--- src/mpu_pkg.sv ---
// Memory protection unit package
// Region table, transaction and response types, FSM and status encodings

package mpu_pkg;

  //////////////////////////////
  // Widths and limits
  //////////////////////////////

  localparam int ADDR_W = 32;
  localparam int DATA_W = 32;

  // Bus transactions that may be in flight at once
  localparam int MAX_OUTSTANDING = 4;
  localparam int OUTSTANDING_CNT_W = $clog2(MAX_OUTSTANDING + 1);

  //////////////////////////////
  // PMA region table
  //////////////////////////////

  // Word addressed, range is [low, high)
  typedef struct packed {
    logic [29:0] word_addr_low;
    logic [29:0] word_addr_high;
    logic        main;
    logic        bufferable;
    logic        cacheable;
    logic        atomic;
  } pma_region_t;

  localparam int PMA_NUM_REGIONS = 3;

  // Lower index has priority where regions overlap
  localparam pma_region_t PMA_CFG [0:PMA_NUM_REGIONS-1] = '{
    // 0x0000_0000 .. 0x0001_0000, main memory
    '{word_addr_low: 30'h0000_0000, word_addr_high: 30'h0000_4000,
      main: 1'b1, bufferable: 1'b1, cacheable: 1'b1, atomic: 1'b1},
    // 0x0000_8000 .. 0x0002_0000, I/O, partly shadowed by region 0
    '{word_addr_low: 30'h0000_2000, word_addr_high: 30'h0000_8000,
      main: 1'b0, bufferable: 1'b1, cacheable: 1'b0, atomic: 1'b0},
    // 0x1000_0000 .. 0x1000_1000, peripheral I/O
    '{word_addr_low: 30'h0400_0000, word_addr_high: 30'h0400_0400,
      main: 1'b0, bufferable: 1'b0, cacheable: 1'b0, atomic: 1'b0}
  };

  // Attributes for addresses outside every region
  localparam pma_region_t PMA_R_DEFAULT = '{default: '0};

  //////////////////////////////
  // Transactions
  //////////////////////////////

  typedef struct packed {
    logic [ADDR_W-1:0] addr;
    logic [DATA_W-1:0] wdata;
    logic              write;
    logic              execute;
    logic              speculative;
    logic              atomic;
    logic              misaligned;
  } core_trans_t;

  // memtype[0] bufferable, memtype[1] cacheable
  typedef struct packed {
    logic [ADDR_W-1:0] addr;
    logic [DATA_W-1:0] wdata;
    logic              write;
    logic              atomic;
    logic [1:0]        memtype;
  } bus_trans_t;

  typedef struct packed {
    logic [DATA_W-1:0] rdata;
    logic              err;
  } bus_resp_t;

  //////////////////////////////
  // Status and state
  //////////////////////////////

  typedef enum logic [1:0] {
    MPU_OK       = 2'd0,
    MPU_RE_FAULT = 2'd1,
    MPU_WR_FAULT = 2'd2
  } mpu_status_e;

  typedef struct packed {
    logic [DATA_W-1:0] rdata;
    logic              err;
    mpu_status_e       mpu_status;
  } core_resp_t;

  // Error response sequencing
  typedef enum logic [1:0] {
    MPU_IDLE     = 2'd0,
    MPU_ERR_WAIT = 2'd1,
    MPU_ERR_RESP = 2'd2
  } mpu_state_e;

endpackage

--- src/mpu_ctrl.sv ---
// MPU controller
// Routes allowed core requests to the bus, turns forbidden ones into
// in-order error responses and merges both response sources

`timescale 1ns/10ps

module mpu_ctrl (
  input  logic                 clk,
  input  logic                 rst_n,

  // Core request side
  input  logic                 core_trans_valid_i,
  output logic                 core_trans_ready_o,
  input  mpu_pkg::core_trans_t core_trans_i,

  // Lookup result for the current request
  input  mpu_pkg::pma_region_t pma_cfg_i,
  input  logic                 pma_err_i,

  // Bus request side
  output logic                 bus_trans_valid_o,
  input  logic                 bus_trans_ready_i,
  output mpu_pkg::bus_trans_t  bus_trans_o,

  // Bus response side
  input  logic                 bus_resp_valid_i,
  input  mpu_pkg::bus_resp_t   bus_resp_i,

  // Core response side
  output logic                 core_resp_valid_o,
  output mpu_pkg::core_resp_t  core_resp_o
);

  mpu_pkg::mpu_state_e                  state_q;
  mpu_pkg::mpu_state_e                  state_d;
  logic [mpu_pkg::OUTSTANDING_CNT_W-1:0] outstanding_q;
  logic                                  cnt_full;
  logic                                  cnt_zero;
  logic                                  bus_accept;
  logic                                  mpu_block_core;
  logic                                  mpu_block_bus;
  logic                                  mpu_err_accept;
  logic                                  mpu_err_trans_valid;
  logic                                  err_write_q;

  //////////////////////////////
  // Blocking
  //////////////////////////////

  assign cnt_full = (outstanding_q == mpu_pkg::OUTSTANDING_CNT_W'(mpu_pkg::MAX_OUTSTANDING));
  assign cnt_zero = (outstanding_q == '0);

  // Core side stalls while an error is pending or the bus window is full
  assign mpu_block_core = (state_q != mpu_pkg::MPU_IDLE) || cnt_full;

  // Forbidden requests never reach the bus
  assign mpu_block_bus = mpu_block_core || pma_err_i;

  // Forbidden requests are taken at once, allowed ones wait for the bus
  assign core_trans_ready_o = !mpu_block_core && (pma_err_i || bus_trans_ready_i);
  assign bus_trans_valid_o  = core_trans_valid_i && !mpu_block_bus;

  assign bus_accept     = bus_trans_valid_o && bus_trans_ready_i;
  assign mpu_err_accept = core_trans_valid_i && core_trans_ready_o && pma_err_i;

  //////////////////////////////
  // Bus request
  //////////////////////////////

  always_comb begin
    bus_trans_o.addr    = core_trans_i.addr;
    bus_trans_o.wdata   = core_trans_i.wdata;
    bus_trans_o.write   = core_trans_i.write;
    bus_trans_o.atomic  = core_trans_i.atomic;
    bus_trans_o.memtype = {pma_cfg_i.cacheable, pma_cfg_i.bufferable};
  end

  // Accepted bus transfers not yet answered
  always_ff @(posedge clk or negedge rst_n) begin
    if (!rst_n) begin
      outstanding_q <= '0;
    end else begin
      case ({bus_accept, bus_resp_valid_i})
        2'b10:   outstanding_q <= outstanding_q + 1'b1;
        2'b01:   outstanding_q <= outstanding_q - 1'b1;
        default: outstanding_q <= outstanding_q;
      endcase
    end
  end

  //////////////////////////////
  // Error response FSM
  //////////////////////////////

  always_comb begin
    state_d = state_q;
    case (state_q)
      mpu_pkg::MPU_IDLE: begin
        if (mpu_err_accept) begin
          state_d = mpu_pkg::MPU_ERR_WAIT;
        end
      end
      // Earlier bus responses drain first to keep order
      mpu_pkg::MPU_ERR_WAIT: begin
        if (cnt_zero) begin
          state_d = mpu_pkg::MPU_ERR_RESP;
        end
      end
      mpu_pkg::MPU_ERR_RESP: begin
        state_d = mpu_pkg::MPU_IDLE;
      end
      default: begin
        state_d = mpu_pkg::MPU_IDLE;
      end
    endcase
  end

  always_ff @(posedge clk or negedge rst_n) begin
    if (!rst_n) begin
      state_q     <= mpu_pkg::MPU_IDLE;
      err_write_q <= 1'b0;
    end else begin
      state_q <= state_d;
      // Fault kind follows the direction of the rejected request
      if (mpu_err_accept) begin
        err_write_q <= core_trans_i.write;
      end
    end
  end

  //////////////////////////////
  // Core response merge
  //////////////////////////////

  assign mpu_err_trans_valid = (state_q == mpu_pkg::MPU_ERR_RESP);

  // Both sources never overlap since ERR_RESP needs an empty bus window
  assign core_resp_valid_o = bus_resp_valid_i || mpu_err_trans_valid;

  always_comb begin
    if (mpu_err_trans_valid) begin
      core_resp_o.rdata      = '0;
      core_resp_o.err        = 1'b0;
      core_resp_o.mpu_status = err_write_q ? mpu_pkg::MPU_WR_FAULT : mpu_pkg::MPU_RE_FAULT;
    end else begin
      core_resp_o.rdata      = bus_resp_i.rdata;
      core_resp_o.err        = bus_resp_i.err;
      core_resp_o.mpu_status = mpu_pkg::MPU_OK;
    end
  end

endmodule

--- src/mpu_top.sv ---
// MPU top level
// Region lookup and controller between the core port and the bus port

`timescale 1ns/10ps

module mpu_top (
  input  logic                 clk,
  input  logic                 rst_n,

  // Core request
  input  logic                 core_trans_valid_i,
  output logic                 core_trans_ready_o,
  input  mpu_pkg::core_trans_t core_trans_i,

  // Core response, always accepted
  output logic                 core_resp_valid_o,
  output mpu_pkg::core_resp_t  core_resp_o,

  // Bus request
  output logic                 bus_trans_valid_o,
  input  logic                 bus_trans_ready_i,
  output mpu_pkg::bus_trans_t  bus_trans_o,

  // Bus response, in request order
  input  logic                 bus_resp_valid_i,
  input  mpu_pkg::bus_resp_t   bus_resp_i
);

  mpu_pkg::pma_region_t pma_cfg;
  logic                 pma_err;

  //////////////////////////////
  // Region lookup
  //////////////////////////////

  pma_lookup u_pma_lookup (
    .addr_i        (core_trans_i.addr),
    .execute_i     (core_trans_i.execute),
    .speculative_i (core_trans_i.speculative),
    .atomic_i      (core_trans_i.atomic),
    .misaligned_i  (core_trans_i.misaligned),
    .pma_cfg_o     (pma_cfg),
    .pma_err_o     (pma_err)
  );

  //////////////////////////////
  // Controller
  //////////////////////////////

  mpu_ctrl u_mpu_ctrl (
    .clk                (clk),
    .rst_n              (rst_n),
    .core_trans_valid_i (core_trans_valid_i),
    .core_trans_ready_o (core_trans_ready_o),
    .core_trans_i       (core_trans_i),
    .pma_cfg_i          (pma_cfg),
    .pma_err_i          (pma_err),
    .bus_trans_valid_o  (bus_trans_valid_o),
    .bus_trans_ready_i  (bus_trans_ready_i),
    .bus_trans_o        (bus_trans_o),
    .bus_resp_valid_i   (bus_resp_valid_i),
    .bus_resp_i         (bus_resp_i),
    .core_resp_valid_o  (core_resp_valid_o),
    .core_resp_o        (core_resp_o)
  );

endmodule

--- src/pma_lookup.sv ---
// PMA region lookup
// Finds the attributes of the lowest-indexed region that holds the address
// and flags accesses that the region does not allow

`timescale 1ns/10ps

module pma_lookup (
  // Access to check
  input  logic [mpu_pkg::ADDR_W-1:0] addr_i,
  input  logic                       execute_i,
  input  logic                       speculative_i,
  input  logic                       atomic_i,
  input  logic                       misaligned_i,

  // Lookup result
  output mpu_pkg::pma_region_t       pma_cfg_o,
  output logic                       pma_err_o
);

  //////////////////////////////
  // Region match
  //////////////////////////////

  logic [29:0]                         word_addr;
  logic [mpu_pkg::PMA_NUM_REGIONS-1:0] region_hit;

  // Regions are defined on word boundaries
  assign word_addr = addr_i[mpu_pkg::ADDR_W-1:2];

  // One hit bit per region, bounds are inclusive low and exclusive high
  always_comb begin
    for (int i = 0; i < mpu_pkg::PMA_NUM_REGIONS; i++) begin
      region_hit[i] = (word_addr >= mpu_pkg::PMA_CFG[i].word_addr_low) &&
                      (word_addr <  mpu_pkg::PMA_CFG[i].word_addr_high);
    end
  end

  //////////////////////////////
  // Attribute selection
  //////////////////////////////

  logic found;

  // Scan from region 0 upward and keep the first hit
  always_comb begin
    found     = 1'b0;
    pma_cfg_o = mpu_pkg::PMA_R_DEFAULT;
    for (int i = 0; i < mpu_pkg::PMA_NUM_REGIONS; i++) begin
      if (region_hit[i] && !found) begin
        found     = 1'b1;
        pma_cfg_o = mpu_pkg::PMA_CFG[i];
      end
    end
  end

  //////////////////////////////
  // Access fault decision
  //////////////////////////////

  logic exec_fault;
  logic misaligned_fault;
  logic atomic_fault;

  // Instruction fetch and speculation need main memory
  assign exec_fault = (execute_i || speculative_i) && !pma_cfg_o.main;

  // I/O regions take only naturally aligned accesses
  assign misaligned_fault = misaligned_i && !pma_cfg_o.main;

  // Atomics need explicit region support
  assign atomic_fault = atomic_i && !pma_cfg_o.atomic;

  assign pma_err_o = exec_fault || misaligned_fault || atomic_fault;

endmodule

--- config.mk ---
export PLATFORM = sky130hd
export DESIGN_NAME = mpu_top
export DESIGN_NICKNAME = d
export VERILOG_FILES = /design/src/mpu_pkg.sv /design/src/mpu_ctrl.sv /design/src/mpu_top.sv /design/src/pma_lookup.sv
export SDC_FILE = /design/constraint.sdc
export NUM_CORES = 1
export LEC_CHECK = 0
export BUFFER_PORTS_ARGS = -buffer_cell sky130_fd_sc_hd__buf_2
export CAP_MARGIN = 20
export CORE_AREA = 4 4 81 83
export DETAILED_ROUTE_END_ITERATION = 10
export DIE_AREA = 0 0 85 87
export PLACE_DENSITY = 0.73
export SETUP_SLACK_MARGIN = 0.15
export SYNTH_ARGS = -nofsm -noshare
export SYNTH_HDL_FRONTEND = slang
export SYNTH_HIERARCHICAL = 1
export SYNTH_SLANG_ARGS = --single-unit
--- constraint.sdc ---
create_clock -name clk -period 2.4 [get_ports clk]
set_input_delay 0.24 -clock clk [delete_from_list [all_inputs] [get_ports clk]]
set_output_delay 0.24 -clock clk [all_outputs]
set_load 0.005 [all_outputs]
After elaboration in Yosys (flattened, before gate mapping)
Cells that the tools add are included.
- bits in registers: 6
- output and inout port bits: 106
- logic and storage cells: 60
- add/sub/neg operators: 2
- order comparisons: 6
- eq/ne operators: 7
- mux-type cells: 11
- reductions and logical operators: 31
- operators with widths (kind ; number):
    $mux W35 ; 1
    $ge A30 B1 Y1 const B ; 1
    $ge A30 B14 Y1 const B ; 1
    $ge A30 B27 Y1 const B ; 1
    $lt A30 B15 Y1 const B ; 1
    $lt A30 B16 Y1 const B ; 1
    $lt A30 B27 Y1 const B ; 1
    $logic_and A1 B1 Y1 ; 13
    $mux W4 ; 3
    $logic_or A1 B1 Y1 ; 7
    $logic_not A1 Y1 ; 6
    $mux W2 ; 3
    $pmux W3 S2 ; 1
    $eq A2 B1 Y1 const B ; 2
    $eq A2 B2 Y1 const B ; 2
    $ne A2 B1 Y1 const B ; 2
    $pmux W2 S2 ; 1
    $reduce_bool A2 Y1 ; 2
    $add A3 B1 Y3 const B ; 1
    $eq A3 B3 Y1 const B ; 1
    $logic_not A3 Y1 ; 1
    $sub A3 B1 Y3 const B ; 1
    $logic_not A2 Y1 ; 1
    $mux W1 ; 2
    $reduce_and A2 Y1 ; 1

Logic depth before layout (Yosys ltp)
Gate-level depths: netlist of the first run.
- word-level depth: 19
- mapped depth: 12
- gate-level depth less buffers: 12

Modules after synthesis
The synthesis of the first run kept the hierarchy.
- by module, submodules not included (module ; times used ; cells each ; area an instance (um^2) ; sequential area each (um^2)):
    mpu_ctrl ; 1 ; 140 ; 1081.0 ; 150.1
    pma_lookup ; 1 ; 76 ; 544.3 ; 0.0

Worst setup path after synthesis of the first run
OpenSTA, ideal clock, no wires.
- kind: input to register
- start point: input port core_trans_i[68] in the netlist's numbering
- end point: register u_mpu_ctrl/outstanding_q[2] in the netlist's numbering
- library setup time: 0.125 ns
- arrival: 2.312 ns
- required time: 2.275 ns
- slack: -0.037 ns
- stages: 12
- buffers on the path: 0
- path through: nor4_1 > nand2_1 > o41a_1 > nand2b_1 > nor4_1 > nand2_1 > ha_1 > inv_1 > fa_1 > xor2_1 > nor2_1 > xor2_1
- cells in the longest elaborated chain, start to end: 19
- elaborated cells on any way between the ends: 33
- classes of those cells: order compare (6); eq/ne (2); mux (6); reduce/logical (19)
- ends and longest elaborated chain (what ; line ; RTL):
    start, declared ; mpu_top.sv:13 ; input mpu_pkg::core_trans_t core_trans_i,
    $ge A30 B1 Y1 or $lt A30 B15 Y1 (tied branches) ; pma_lookup.sv:33, pma_lookup.sv:34 ;
    $logic_and A1 B1 Y1 ; pma_lookup.sv:33 ; region_hit[i] = (word_addr >= mpu_pkg::PMA_CFG[i].word_addr_low) &&
    $mux W1 ; pma_lookup.sv:49 ; if (region_hit[i] && !found) begin
    $logic_not A1 Y1 ; pma_lookup.sv:49 ;
    $logic_and A1 B1 Y1 ; pma_lookup.sv:49 ;
    $mux W1 ; pma_lookup.sv:49 ;
    $logic_not A1 Y1 ; pma_lookup.sv:49 ;
    $logic_and A1 B1 Y1 ; pma_lookup.sv:49 ;
    [5 not listed] ; - ;
    via pma_err ; mpu_top.sv:30 ; logic pma_err;
    $logic_or A1 B1 Y1 * ; mpu_ctrl.sv:57 ; assign mpu_block_bus = mpu_block_core || pma_err_i;
    $logic_not A1 Y1 * ; mpu_ctrl.sv:61 ; assign bus_trans_valid_o = core_trans_valid_i && !mpu_block_bus;
    $logic_and A1 B1 Y1 * ; mpu_ctrl.sv:61 ;
    via bus_trans_valid_o ; mpu_top.sv:20 ; output logic bus_trans_valid_o,
    $logic_and A1 B1 Y1 * ; mpu_ctrl.sv:63 ; assign bus_accept = bus_trans_valid_o && bus_trans_ready_i;
    $eq A2 B1 Y1 or $eq A2 B2 Y1 (tied branches) ; mpu_ctrl.sv:83 ; case ({bus_accept, bus_resp_valid_i})
    $pmux W3 S2 or $reduce_bool A2 Y1 (tied branches) ; - ;
    end signal, assigned ; mpu_ctrl.sv:84 ; 2'b10: outstanding_q <= outstanding_q + 1'b1;
    end signal, assigned ; mpu_ctrl.sv:85 ; 2'b01: outstanding_q <= outstanding_q - 1'b1;
    end signal, assigned ; mpu_ctrl.sv:86 ; default: outstanding_q <= outstanding_q;
    end, declared ; mpu_ctrl.sv:36 ; logic [mpu_pkg::OUTSTANDING_CNT_W-1:0] outstanding_q;
The timed path passes the listed nets; every way through them passes the cells marked *.
A chain may end at the register's enable or synchronous reset.

Worst setup path after layout of the first run
- start point: input port core_trans_i[55] in the netlist's numbering
- end point: register u_mpu_ctrl/outstanding_q[2] in the netlist's numbering
- cells in the longest elaborated chain, start to end: 19
- elaborated cells on any way between the ends: 33
- classes of those cells: order compare (6); eq/ne (2); mux (6); reduce/logical (19)
- ends and longest elaborated chain (what ; line ; RTL):
    $ge A30 B1 Y1 or $lt A30 B15 Y1 (tied branches) ; pma_lookup.sv:33, pma_lookup.sv:34 ;
    $logic_and A1 B1 Y1 ; pma_lookup.sv:33 ;
    $mux W1 ; pma_lookup.sv:49 ;
    $logic_not A1 Y1 ; pma_lookup.sv:49 ;
    $logic_and A1 B1 Y1 ; pma_lookup.sv:49 ;
    $mux W1 ; pma_lookup.sv:49 ;
    $logic_not A1 Y1 ; pma_lookup.sv:49 ;
    $logic_and A1 B1 Y1 ; pma_lookup.sv:49 ;
    [4 not listed] ; - ;
    $logic_or A1 B1 Y1 * ; pma_lookup.sv:73 ; assign pma_err_o = exec_fault || misaligned_fault || atomic_fault;
    via pma_err ; mpu_top.sv:30 ;
    $logic_or A1 B1 Y1 * ; mpu_ctrl.sv:57 ;
    $logic_not A1 Y1 * ; mpu_ctrl.sv:61 ;
    $logic_and A1 B1 Y1 * ; mpu_ctrl.sv:61 ;
    $logic_and A1 B1 Y1 * ; mpu_ctrl.sv:63 ;
    $eq A2 B1 Y1 or $eq A2 B2 Y1 (tied branches) ; mpu_ctrl.sv:83 ;
    $pmux W3 S2 or $reduce_bool A2 Y1 (tied branches) ; - ;
Marks and branches as above.

==> results of run 1 <==
==> per-layer routing <==
layer  global-route usage, %  vias up  share of wire (%)  wire (um)
met5                       0        -                  0          0
met4                    2.45        0                2.0         66
met3                    5.01       18                 14        443
met2                    12.7       70                 51       1640
met1                    7.30      447                 34       1090
li1                        -      517                  -          -
==> registers in the layout, indices dropped and copies added, names as in the netlist <==
name,count
u_mpu_ctrl/state_q,2
u_mpu_ctrl/err_write_q,1
u_mpu_ctrl/outstanding_q,3
==> what timing repair did <==
action,CTS,global route
buffers inserted,1,1
gates cloned,0,0
pin swaps,0,1
setup endpoints to repair,2,2
endpoints found under the hold margin,6,0
resized for setup,2,6
hold buffers,1,0
==> power groups by stage <==
stage                     clock network (mW)  registers, mW  logic, mW
final                                  0.145          0.217      0.380
after CTS                              0.152          0.216      0.383
after floorplan                            0          0.198      0.294
after global placement                     0          0.211      0.365
after detailed placement                   0          0.213      0.377
after global routing                   0.157          0.225      0.432
==> layout by cell type, fill, tap and decap left out, types with 2 or more instances in the layout <==
cell type,n
nor4_4,2
dfrtp_1,6
nor2_1,6
buf_2,114
xor2_1,2
buf_4,7
inv_1,3
and2_1,33
nor4_1,4
nand2_1,5
clkbuf_8,3
nor3_1,4
==> worst reg2reg max path, stage by stage (launching register included) <==
cell and delay, ns:
dfrtp_1 0.41, nor3b_2 0.40, nor4_4 0.09, nand2_1 0.08, ha_2 0.18, inv_2 0.04, fa_1 0.36, xor2_1 0.15
nor2_1 0.11, xor2_1 0.15
==> through the flow <==
stage               setup TNS (ns)  instance area, sq um
floorplan                        0                  1160
global placement           -0.0110                  1340
detailed placement          -0.173                  1340
CTS                              0                  1420
global route                     0                  1450
finish                           0                  1450
==> worst max-delay path by stage <==
stage	endpoint	slack, ns	depth (start not counted)
3_3_place_gp	u_mpu_ctrl/outstanding_q[2]$_DFFE_PN0P_	-0.01	13
5_1_grt	u_mpu_ctrl/outstanding_q[2]$_DFFE_PN0P_	0.03	13
6_report	u_mpu_ctrl/outstanding_q[2]$_DFFE_PN0P_	0.22	13
4_1_cts	u_mpu_ctrl/outstanding_q[2]$_DFFE_PN0P_	0.19	13
2_1_floorplan	u_mpu_ctrl/outstanding_q[2]$_DFFE_PN0P_	0.13	12
3_5_place_dp	u_mpu_ctrl/outstanding_q[1]$_DFFE_PN0P_	-0.09	11
==> area by class of cell <==
cell class,instances,area (sq um),area share [%]
Timing Repair Buffer,124,659,45.5
Inverter,4,15.0,1.04
Tap cell,75,93.8,6.47
Clock buffer,3,41.3,2.85
Sequential cell,6,150,10.4
Multi-Input combinational cell,69,490,33.8
==> metrics.md, run 1 <==
| Metric | Value |
|---|---|
| Core Util, Final | `between 20% and 30%` |
| Max-Cap Viols | `0` |
| Sum of buffers and inverters on the critical path | `2` |
| Ant. Diodes | `0` |
| FMAX | `458 MHz` |
| CP top delay family | `simple AND/OR/NAND/NOR gates` |
| Post-DRT Antenna Nets | `0` |
| Req. time, crit path | `2.50 ns` |
| Worst Hold End | `u_mpu_ctrl/err_write_q$_DFFE_PN0P_` |
| Setup violations, final | `0` |
| Vias in the first global route | `a little over 1,000` |
| Ratio of cells with drive above 1 in the final layout | `between 60% and 70%` |
| Reg-to-Reg End | `u_mpu_ctrl/outstanding_q[2]$_DFFE_PN0P_` |
| CP endpoint kind | `register` |
| Worst VDD drop | `0.000177 V` |
| Total global routing overflow | `0` |
| Worst path slowest cell | `o41a_1` |
| Core Rows | `28` |
| Final non-filler cell total | `~280` |
| Post-DR vias/cell | `3.74` |
| Placed insts | `about 280` |
| Initial Util | `about a fifth` |
| Reg2Reg Setup Slack | `0.35 ns` |
| H-Tree Depth | `1` |
| Clock Sinks | `6` |
| Status | `finished, final reports clean` |
| Die Y | `roughly 87 um` |
| CP Launch Type | `primary input` |
| PortBufs | `roughly 120` |
| Final Hold Fails | `0` |
| WHS | `~0.27 ns` |
| Flop pwr share | `between 20 and 30%` |
| First-pass GRT wire length | `roughly 4.5 mm` |
| Clock root buffer master | `clkbuf_8` |
| Routability Congestion | `0.655` |
| Clk buf depth | `2` |
| Fillers | `roughly 640` |
| HP Class | `in -> reg` |
| Worst-margin pin slew | `0.475 ns` |
| Worst Path Class, Setup | `in -> reg` |
| Critical path origin | `core_trans_i[55]` |
| GR Util All Layers | `approximately 7.5%` |
| CTS clk-pin slew, worst paths | `0.03 ns` |
| Reg2Reg Depth | `9` |
| DP HPWL | `between 2 and 3 mm` |
| Avg Inst Size Synth | `around 7.6 sq um` |
| Io pins | `~210` |
| Die W | `between 80 and 90 um` |
| Net Sw Frac | `~37%` |
| Combinational Power Share | `between 50% and 60%` |
| Max-slew headroom | `68.4%` |
| Initial antenna violation count | `0` |
| Hold wc startpoint | `core_trans_i[4]` |
| Latest clock arrival within the worst-skew pair | `approximately 0.22 ns` |
| Wire per inst | `approximately 12 um` |
| Die area | `around 7400 sq um` |
| Slew Limit Fails | `0` |
| Internal Power | `about 0.47 mW` |
| Drt first-iter violations | `10` |
| Drt drc | `0` |
| Clock power share | `between 10% and 20%` |
| CTS buffer count | `3` |
| Max incr delay on CP | `about 0.4 ns` |
| Core area | `a little under 6000 sq um` |
| Synthesized area | `about 1100 sq um` |
| Leakage | `a little under 0.8 nW` |
| Largest net degree at the start of global routing | `37` |
| Setup slack after layout | `0.219 ns` |
| Total power | `between 0.7 and 0.8 mW` |
| Synth Instances | `roughly 150` |
| Critical path arrival | `roughly 2.3 ns` |
| RSZ-0062 raised after global routing | `true` |
| Max FO, Critical Path | `2` |
| Pre-CTS setup slack | `-0.0866 ns` |
| WL final | `~3.2 mm` |
| Hold path cells | `2` |
| Worst R2R Start | `u_mpu_ctrl/outstanding_q[0]$_DFFE_PN0P_` |
| Crit-path cells | `buf_8, nor4_4, nand2_1, o41a_1, nand2b_4, nor4_4, nand2_1, ha_2, inv_2, fa_1, xor2_1, nor2_1, xor2_1` |
| Final nets | `roughly 320` |
| Area Overhead vs Synth | `26.3%` |
| Sw Pwr | `approximately 0.27 mW` |
| Clock skew | `~0.0011 ns` |
| Tmin final | `2.18 ns` |
| DR vias | `about 1,100` |
| CTS tree | `yes` |
| Drt pass-1 iters | `2` |
| Final worst-path cycle share | `between 90% and 100%` |
| Ys Warns | `6` |
| Power Density | `approximately 510 nW/um^2` |
| Syn nets | `260` |
(Power assumes the default switching activity.)
==> inputs of run 2 (changes only) <==
Settings changed: CELL_PAD_IN_SITES_DETAIL_PLACEMENT from default to 1, CELL_PAD_IN_SITES_GLOBAL_PLACEMENT from default to 1, CORE_AREA 4 4 81 83 to default, CORE_MARGIN from default to 4, CORE_UTILIZATION from default to 19, DIE_AREA 0 0 85 87 to default, PLACE_DENSITY 0.73 to 0.82, SKIP_CTS_REPAIR_TIMING from default to 1.
==> run 2 against run 1 <==
Compared with the run above:
- flip-flop and latch count is the same
- highest routed layer is now met5
- hold slack better by 0.0010 ns
- cell count rose by 1.1%
- clock power rose by 5%
- via count grew 2.7%
==> metrics.md, run 2 (synthesis gave the netlist of run 1 again) <==
| Metric | Value |
|---|---|
| Core Util, Final | `25.3% (was 24.8%)` |
| Max FO, Critical Path | `2 (unchanged)` |
| Total global routing overflow | `0 (unchanged)` |
| CP Launch Type | `primary input (unchanged)` |
| Req. time, crit path | `2.50 ns (about the same)` |
| WL final | `3.58 mm (was 3.24 mm)` |
| Clk buf depth | `2 (unchanged)` |
| Largest net degree at the start of global routing | `37 (unchanged)` |
| Vias in the first global route | `1,067 (was 1,033)` |
| CP endpoint kind | `register (unchanged)` |
| Initial Util | `19.5% (was 19.6%)` |
| Core area | `5890 sq um (was 5850 sq um)` |
| Latest clock arrival within the worst-skew pair | `0.22 ns (about the same)` |
| Commonest non-fill, non-tap cell in the layout | `buf_2 (unchanged)` |
| Status | `finished, final reports clean (unchanged)` |
| DR vias | `1,080 (was 1,052)` |
| Die W | `85.8 um (was 85 um)` |
| Power Density | `512 nW/um^2 (about the same)` |
| HP Class | `in -> reg (unchanged)` |
| Largest registers | `u_mpu_ctrl/outstanding_q (3), u_mpu_ctrl/state_q (2), u_mpu_ctrl/err_write_q (1) (unchanged)` |
| Critical path arrival | `2.36 ns (was 2.28 ns)` |
| Wire per inst | `12.6 um (was 11.5 um)` |
| Max-slew headroom | `67.0% (was 68.4%)` |
| Die Y | `85.8 um (was 87 um)` |
| Drt first-iter violations | `22 (was 10)` |
| First-pass GRT wire length | `5.40 mm (was 4.54 mm)` |
| Post-DRT Antenna Nets | `0 (unchanged)` |
| CTS buffer count | `3 (unchanged)` |
| RSZ-0062 raised after global routing | `true (unchanged)` |
| Reg with most FFs | `u_mpu_ctrl/outstanding_q (unchanged)` |
| Leakage | `0.800 nW (was 0.787 nW)` |
| Setup violations, final | `0 (unchanged)` |
| Initial antenna violation count | `1 (was 0)` |
| H-Tree Depth | `1 (unchanged)` |
| Die area | `7350 sq um (was 7400 sq um)` |
| Drt pass-1 iters | `3 (was 2)` |
| Final worst-path cycle share | `94.5% (was 90.9%)` |
| Clock Sinks | `6 (unchanged)` |
| Clock skew | `0.00482 ns (was 0.00105 ns)` |
| Io pins | `213 (unchanged)` |
| Core Rows | `28 (unchanged)` |
| Drt drc | `0 (unchanged)` |
| Final nets | `320 (was 317)` |
| Area Overhead vs Synth | `29.4% (was 26.3%)` |
| WHS | `0.272 ns (was 0.271 ns)` |
| Fillers | `761 (was 644)` |
| Tmin final | `2.27 ns (was 2.18 ns)` |
| PortBufs | `116 (unchanged)` |
| Max-Cap Viols | `0 (unchanged)` |
| Most frequent cells in the layout | `114 x buf_2, 33 x and2_1, 10 x buf_4 (was 114 x buf_2, 33 x and2_1, 7 x buf_4)` |
| CTS tree | `yes (unchanged)` |
| Worst VDD drop | `0.000164 V (was 0.000177 V)` |
| Slew Limit Fails | `0 (unchanged)` |
| Ratio of cells with drive above 1 in the final layout | `66.0% (was 64.6%)` |
| Max reg flops | `3 (unchanged)` |
| Final Hold Fails | `0 (unchanged)` |
| Ant. Diodes | `0 (unchanged)` |
| Post-route setup TNS | `0 ns (unchanged)` |
| Clock root buffer master | `clkbuf_8 (unchanged)` |
| DP HPWL | `3.18 mm (was 2.81 mm)` |
| Worst-margin pin slew | `0.494 ns (was 0.475 ns)` |
| Post-DR vias/cell | `3.80 (was 3.74)` |
| CTS clk-pin slew, worst paths | `0.04 ns (was 0.03 ns)` |
| Worst Path Class, Setup | `in -> reg (unchanged)` |
| GR Util All Layers | `9.05% (was 7.46%)` |
| FMAX | `441 MHz (was 458 MHz)` |
| Routability Congestion | `0.671 (was 0.655)` |
[run 2: cell type report]
cell class	count	area, sq um	share of cell area, %
inverter	4	15.0	1.01
tap	75	93.8	6.31
sequential	6	150	10.1
timing repair buffer	127	678	45.6
multi-input combinational	69	508	34.2
clock buffer	3	41.3	2.78
[run 2: final timing paths]
path | startpoint | cells after the start | endpoint | slack [ns]
setup / recovery | core_trans_i[56] | 13 | u_mpu_ctrl/outstanding_q[2]$_DFFE_PN0P_ | 0.13
hold / removal | core_trans_i[4] | 2 | u_mpu_ctrl/err_write_q$_DFFE_PN0P_ | 0.27
setup reg to reg | u_mpu_ctrl/outstanding_q[0]$_DFFE_PN0P_ | 9 | u_mpu_ctrl/outstanding_q[2]$_DFFE_PN0P_ | 0.36
hold reg to reg | u_mpu_ctrl/outstanding_q[2]$_DFFE_PN0P_ | 1 | u_mpu_ctrl/outstanding_q[2]$_DFFE_PN0P_ | 0.50
max in group asynchronous | rst_n | 2 | u_mpu_ctrl/outstanding_q[1]$_DFFE_PN0P_ | 1.86
min in group asynchronous | rst_n | 2 | u_mpu_ctrl/err_write_q$_DFFE_PN0P_ | 0.38
[run 2: layer usage]
layer / GRT usage (%) / wire length [um] / up-vias
li1: - / - / 524
met1: 10.4 / 1300 / 491
met2: 15.0 / 1810 / 55
met3: 5.09 / 429 / 8
met4: 1.44 / 20 / 2
met5: 0 / 20 / -
[run 2: power by group]
group          switching [mW]  leakage [nW]  internal, mW  total [mW]
Sequential             0.0626        0.0711         0.151       0.214
Combinational           0.178         0.708         0.216       0.395
Clock                  0.0443        0.0216         0.108       0.152
[run 2: worst max-delay path, cell delays in order]
cell and delay [ns]:
buf_6 0.10, nor4_4 0.25, nand2_1 0.10, o41a_1 0.39
nand2b_4 0.16, nor4_4 0.23, nand2_1 0.10, ha_2 0.19
inv_2 0.06, fa_2 0.20, xor2_1 0.15, nor2_1 0.07
xor2_1 0.13
[run 2: metrics by stage]
stage | total power [mW] | std cells | setup WS [ns] | area (sq um)
2_1_floorplan | 0.492 | 151 | 0.130 | 1160
3_3_place_gp | 0.578 | 275 | -0.0171 | 1340
3_5_place_dp | 0.597 | 275 | -0.104 | 1340
4_1_cts | 0.756 | 278 | 0.105 | 1380
5_1_grt | 0.843 | 284 | -0.0151 | 1490
6_report | 0.761 | 284 | 0.132 | 1490
==> inputs of run 3 (changes only) <==
Settings changed: CAP_MARGIN 20 to 15, GPL_ROUTABILITY_DRIVEN from default to 0, PLACE_DENSITY 0.82 to 0.92.
==> run 3 against run 2 <==
Compared with the run above:
- clock power barely moved
- setup slack better by 0.021 ns
- sequential power is 3% higher
- final area shrank 2.9%
- via count increased by 0.65%
- critical path type unchanged
- critical endpoint unchanged
==> metrics.md, run 3 (synthesis gave the netlist of run 1 again) <==
| Metric | Value |
|---|---|
| Status | `finished, final reports clean (unchanged)` |
| Ratio of cells with drive above 1 in the final layout | `64.7% (was 66.0%)` |
| CTS tree | `yes (unchanged)` |
| Worst Hold End | `u_mpu_ctrl/err_write_q$_DFFE_PN0P_ (unchanged)` |
| Initial Util | `19.5% (unchanged)` |
| Worst R2R Start | `u_mpu_ctrl/outstanding_q[0]$_DFFE_PN0P_ (unchanged)` |
| RSZ-0062 raised after global routing | `true (unchanged)` |
| First-pass GRT wire length | `5.24 mm (was 5.40 mm)` |
| Largest net degree at the start of global routing | `37 (unchanged)` |
| Reg-to-Reg End | `u_mpu_ctrl/outstanding_q[2]$_DFFE_PN0P_ (unchanged)` |
| Io pins | `213 (unchanged)` |
| Max reg flops | `3 (unchanged)` |
| PortBufs | `116 (unchanged)` |
| WL final | `3.64 mm (was 3.58 mm)` |
| Tmin final | `2.25 ns (was 2.27 ns)` |
| Pre-CTS setup slack | `-0.140 ns (was -0.104 ns)` |
| Post-DR vias/cell | `3.90 (was 3.80)` |
| Worst-margin pin slew | `0.499 ns (was 0.494 ns)` |
| Post-DRT Antenna Nets | `0 (unchanged)` |
| Req. time, crit path | `2.50 ns (about the same)` |
| Core area | `5890 sq um (unchanged)` |
| FMAX | `445 MHz (was 441 MHz)` |
| Power Density | `526 nW/um^2 (was 512 nW/um^2)` |
| Clk buf depth | `2 (unchanged)` |
| Hold wc startpoint | `core_trans_i[4] (unchanged)` |
| Core Rows | `28 (unchanged)` |
| Reg2Reg Depth | `9 (unchanged)` |
| Reg2Reg Setup Slack | `0.35 ns (was 0.36 ns)` |
| Drt pass-1 iters | `3 (unchanged)` |
| Vias in the first global route | `1,109 (was 1,067)` |
| Worst Path Class, Setup | `in -> reg (unchanged)` |
| Reg with most FFs | `u_mpu_ctrl/outstanding_q (unchanged)` |
| Wire per inst | `13.0 um (was 12.6 um)` |
| Final nets | `315 (was 320)` |
| Max FO, Critical Path | `2 (unchanged)` |
| Die Y | `85.8 um (unchanged)` |
| Leakage | `0.777 nW (was 0.800 nW)` |
| Clock skew | `0.00377 ns (was 0.00482 ns)` |
| Die W | `85.8 um (unchanged)` |
| Setup slack after layout | `0.153 ns (was 0.132 ns)` |
| Hold path cells | `2 (unchanged)` |
| H-Tree Depth | `1 (unchanged)` |
| DP HPWL | `3.17 mm (was 3.18 mm)` |
| Area Overhead vs Synth | `25.7% (was 29.4%)` |
| Latest clock arrival within the worst-skew pair | `0.22 ns (about the same)` |
| Setup violations, final | `0 (unchanged)` |
| CP Launch Type | `primary input (unchanged)` |
| DR vias | `1,087 (was 1,080)` |
| Worst VDD drop | `0.000195 V (was 0.000164 V)` |
| CTS clk-pin slew, worst paths | `0.04 ns (about the same)` |
| Clock root buffer master | `clkbuf_8 (unchanged)` |
| Ant. Diodes | `0 (unchanged)` |
| CP endpoint kind | `register (unchanged)` |
| Slew Limit Fails | `0 (unchanged)` |
| HP Class | `in -> reg (unchanged)` |
| Die area | `7350 sq um (unchanged)` |
| Total global routing overflow | `0 (unchanged)` |
| Critical path arrival | `2.34 ns (was 2.36 ns)` |
| Drt drc | `0 (unchanged)` |
| Clock Sinks | `6 (unchanged)` |
| Max-Cap Viols | `0 (unchanged)` |
| Max-slew headroom | `66.7% (was 67.0%)` |
| CTS buffer count | `3 (unchanged)` |
| Post-route setup TNS | `0 ns (unchanged)` |
| GR Util All Layers | `8.63% (was 9.05%)` |
| Initial antenna violation count | `0 (was 1)` |
| Largest registers | `u_mpu_ctrl/outstanding_q (3), u_mpu_ctrl/state_q (2), u_mpu_ctrl/err_write_q (1) (unchanged)` |
| Drt first-iter violations | `17 (was 22)` |
| Commonest non-fill, non-tap cell in the layout | `buf_2 (unchanged)` |
| Final Hold Fails | `0 (unchanged)` |
| Final worst-path cycle share | `93.6% (was 94.5%)` |
| Most frequent cells in the layout | `113 x buf_2, 33 x and2_1, 6 x nor2_1, 6 x dfrtp_1 (was 114 x buf_2, 33 x and2_1, 10 x buf_4)` |
[run 3: per-stage QoR]
stage	hold WS (ns)	cell area, sq um	total power, mW	instances	utilization, %
finish	0.262	1440	0.759	279	24.5
global route	0.266	1440	0.832	279	24.5
global placement	0.0697	1340	0.576	275	22.8
floorplan	-0.0556	1160	0.492	151	-
CTS	-0.157	1380	0.759	278	23.5
detailed placement	0.0788	1340	0.602	275	22.8
[run 3: worst max path at each step]
stage / startpoint / to
final: core_trans_i[59] / u_mpu_ctrl/outstanding_q[2]$_DFFE_PN0P_
after floorplan: core_trans_i[68] / u_mpu_ctrl/outstanding_q[2]$_DFFE_PN0P_
after global routing: core_trans_i[59] / u_mpu_ctrl/outstanding_q[2]$_DFFE_PN0P_
after global placement: core_trans_i[68] / u_mpu_ctrl/outstanding_q[2]$_DFFE_PN0P_
after CTS: core_trans_i[68] / u_mpu_ctrl/outstanding_q[2]$_DFFE_PN0P_
after detailed placement: core_trans_i[68] / u_mpu_ctrl/outstanding_q[2]$_DFFE_PN0P_
[run 3: cell type report]
type                    instances  area, sq um
flip-flops and latches          6          150
multi-input cells              69          497
repair buffers                122          647
clock buffers                   3         41.3
fillers                       748         4440
well taps                      75         93.8
inverters                       4         15.0
[run 3: power by group]
part	leakage (nW)	internal, mW	switching (mW)	total (mW)
clock network	0.0216	0.108	0.0445	0.152
logic	0.685	0.211	0.175	0.386
registers	0.0711	0.151	0.0692	0.220
[run 3: critical path, stage by stage]
cell	delay [ns]
buf_6	0.10
nor4_4	0.26
nand2_1	0.10
o41a_1	0.40
nand2b_4	0.16
nor4_4	0.22
nand2_1	0.10
ha_2	0.19
inv_2	0.05
fa_1	0.16
xor2_1	0.15
nor2_1	0.07
xor2_1	0.14
[run 3: metal layers]
metal | GRT usage [%] | vias up | routed length (um)
met5 | 0 | - | 0
met2 | 17.0 | 58 | 2080
met1 | 8.25 | 512 | 1200
met3 | 3.84 | 2 | 356
met4 | 1.44 | 0 | 4
li1 | - | 515 | -
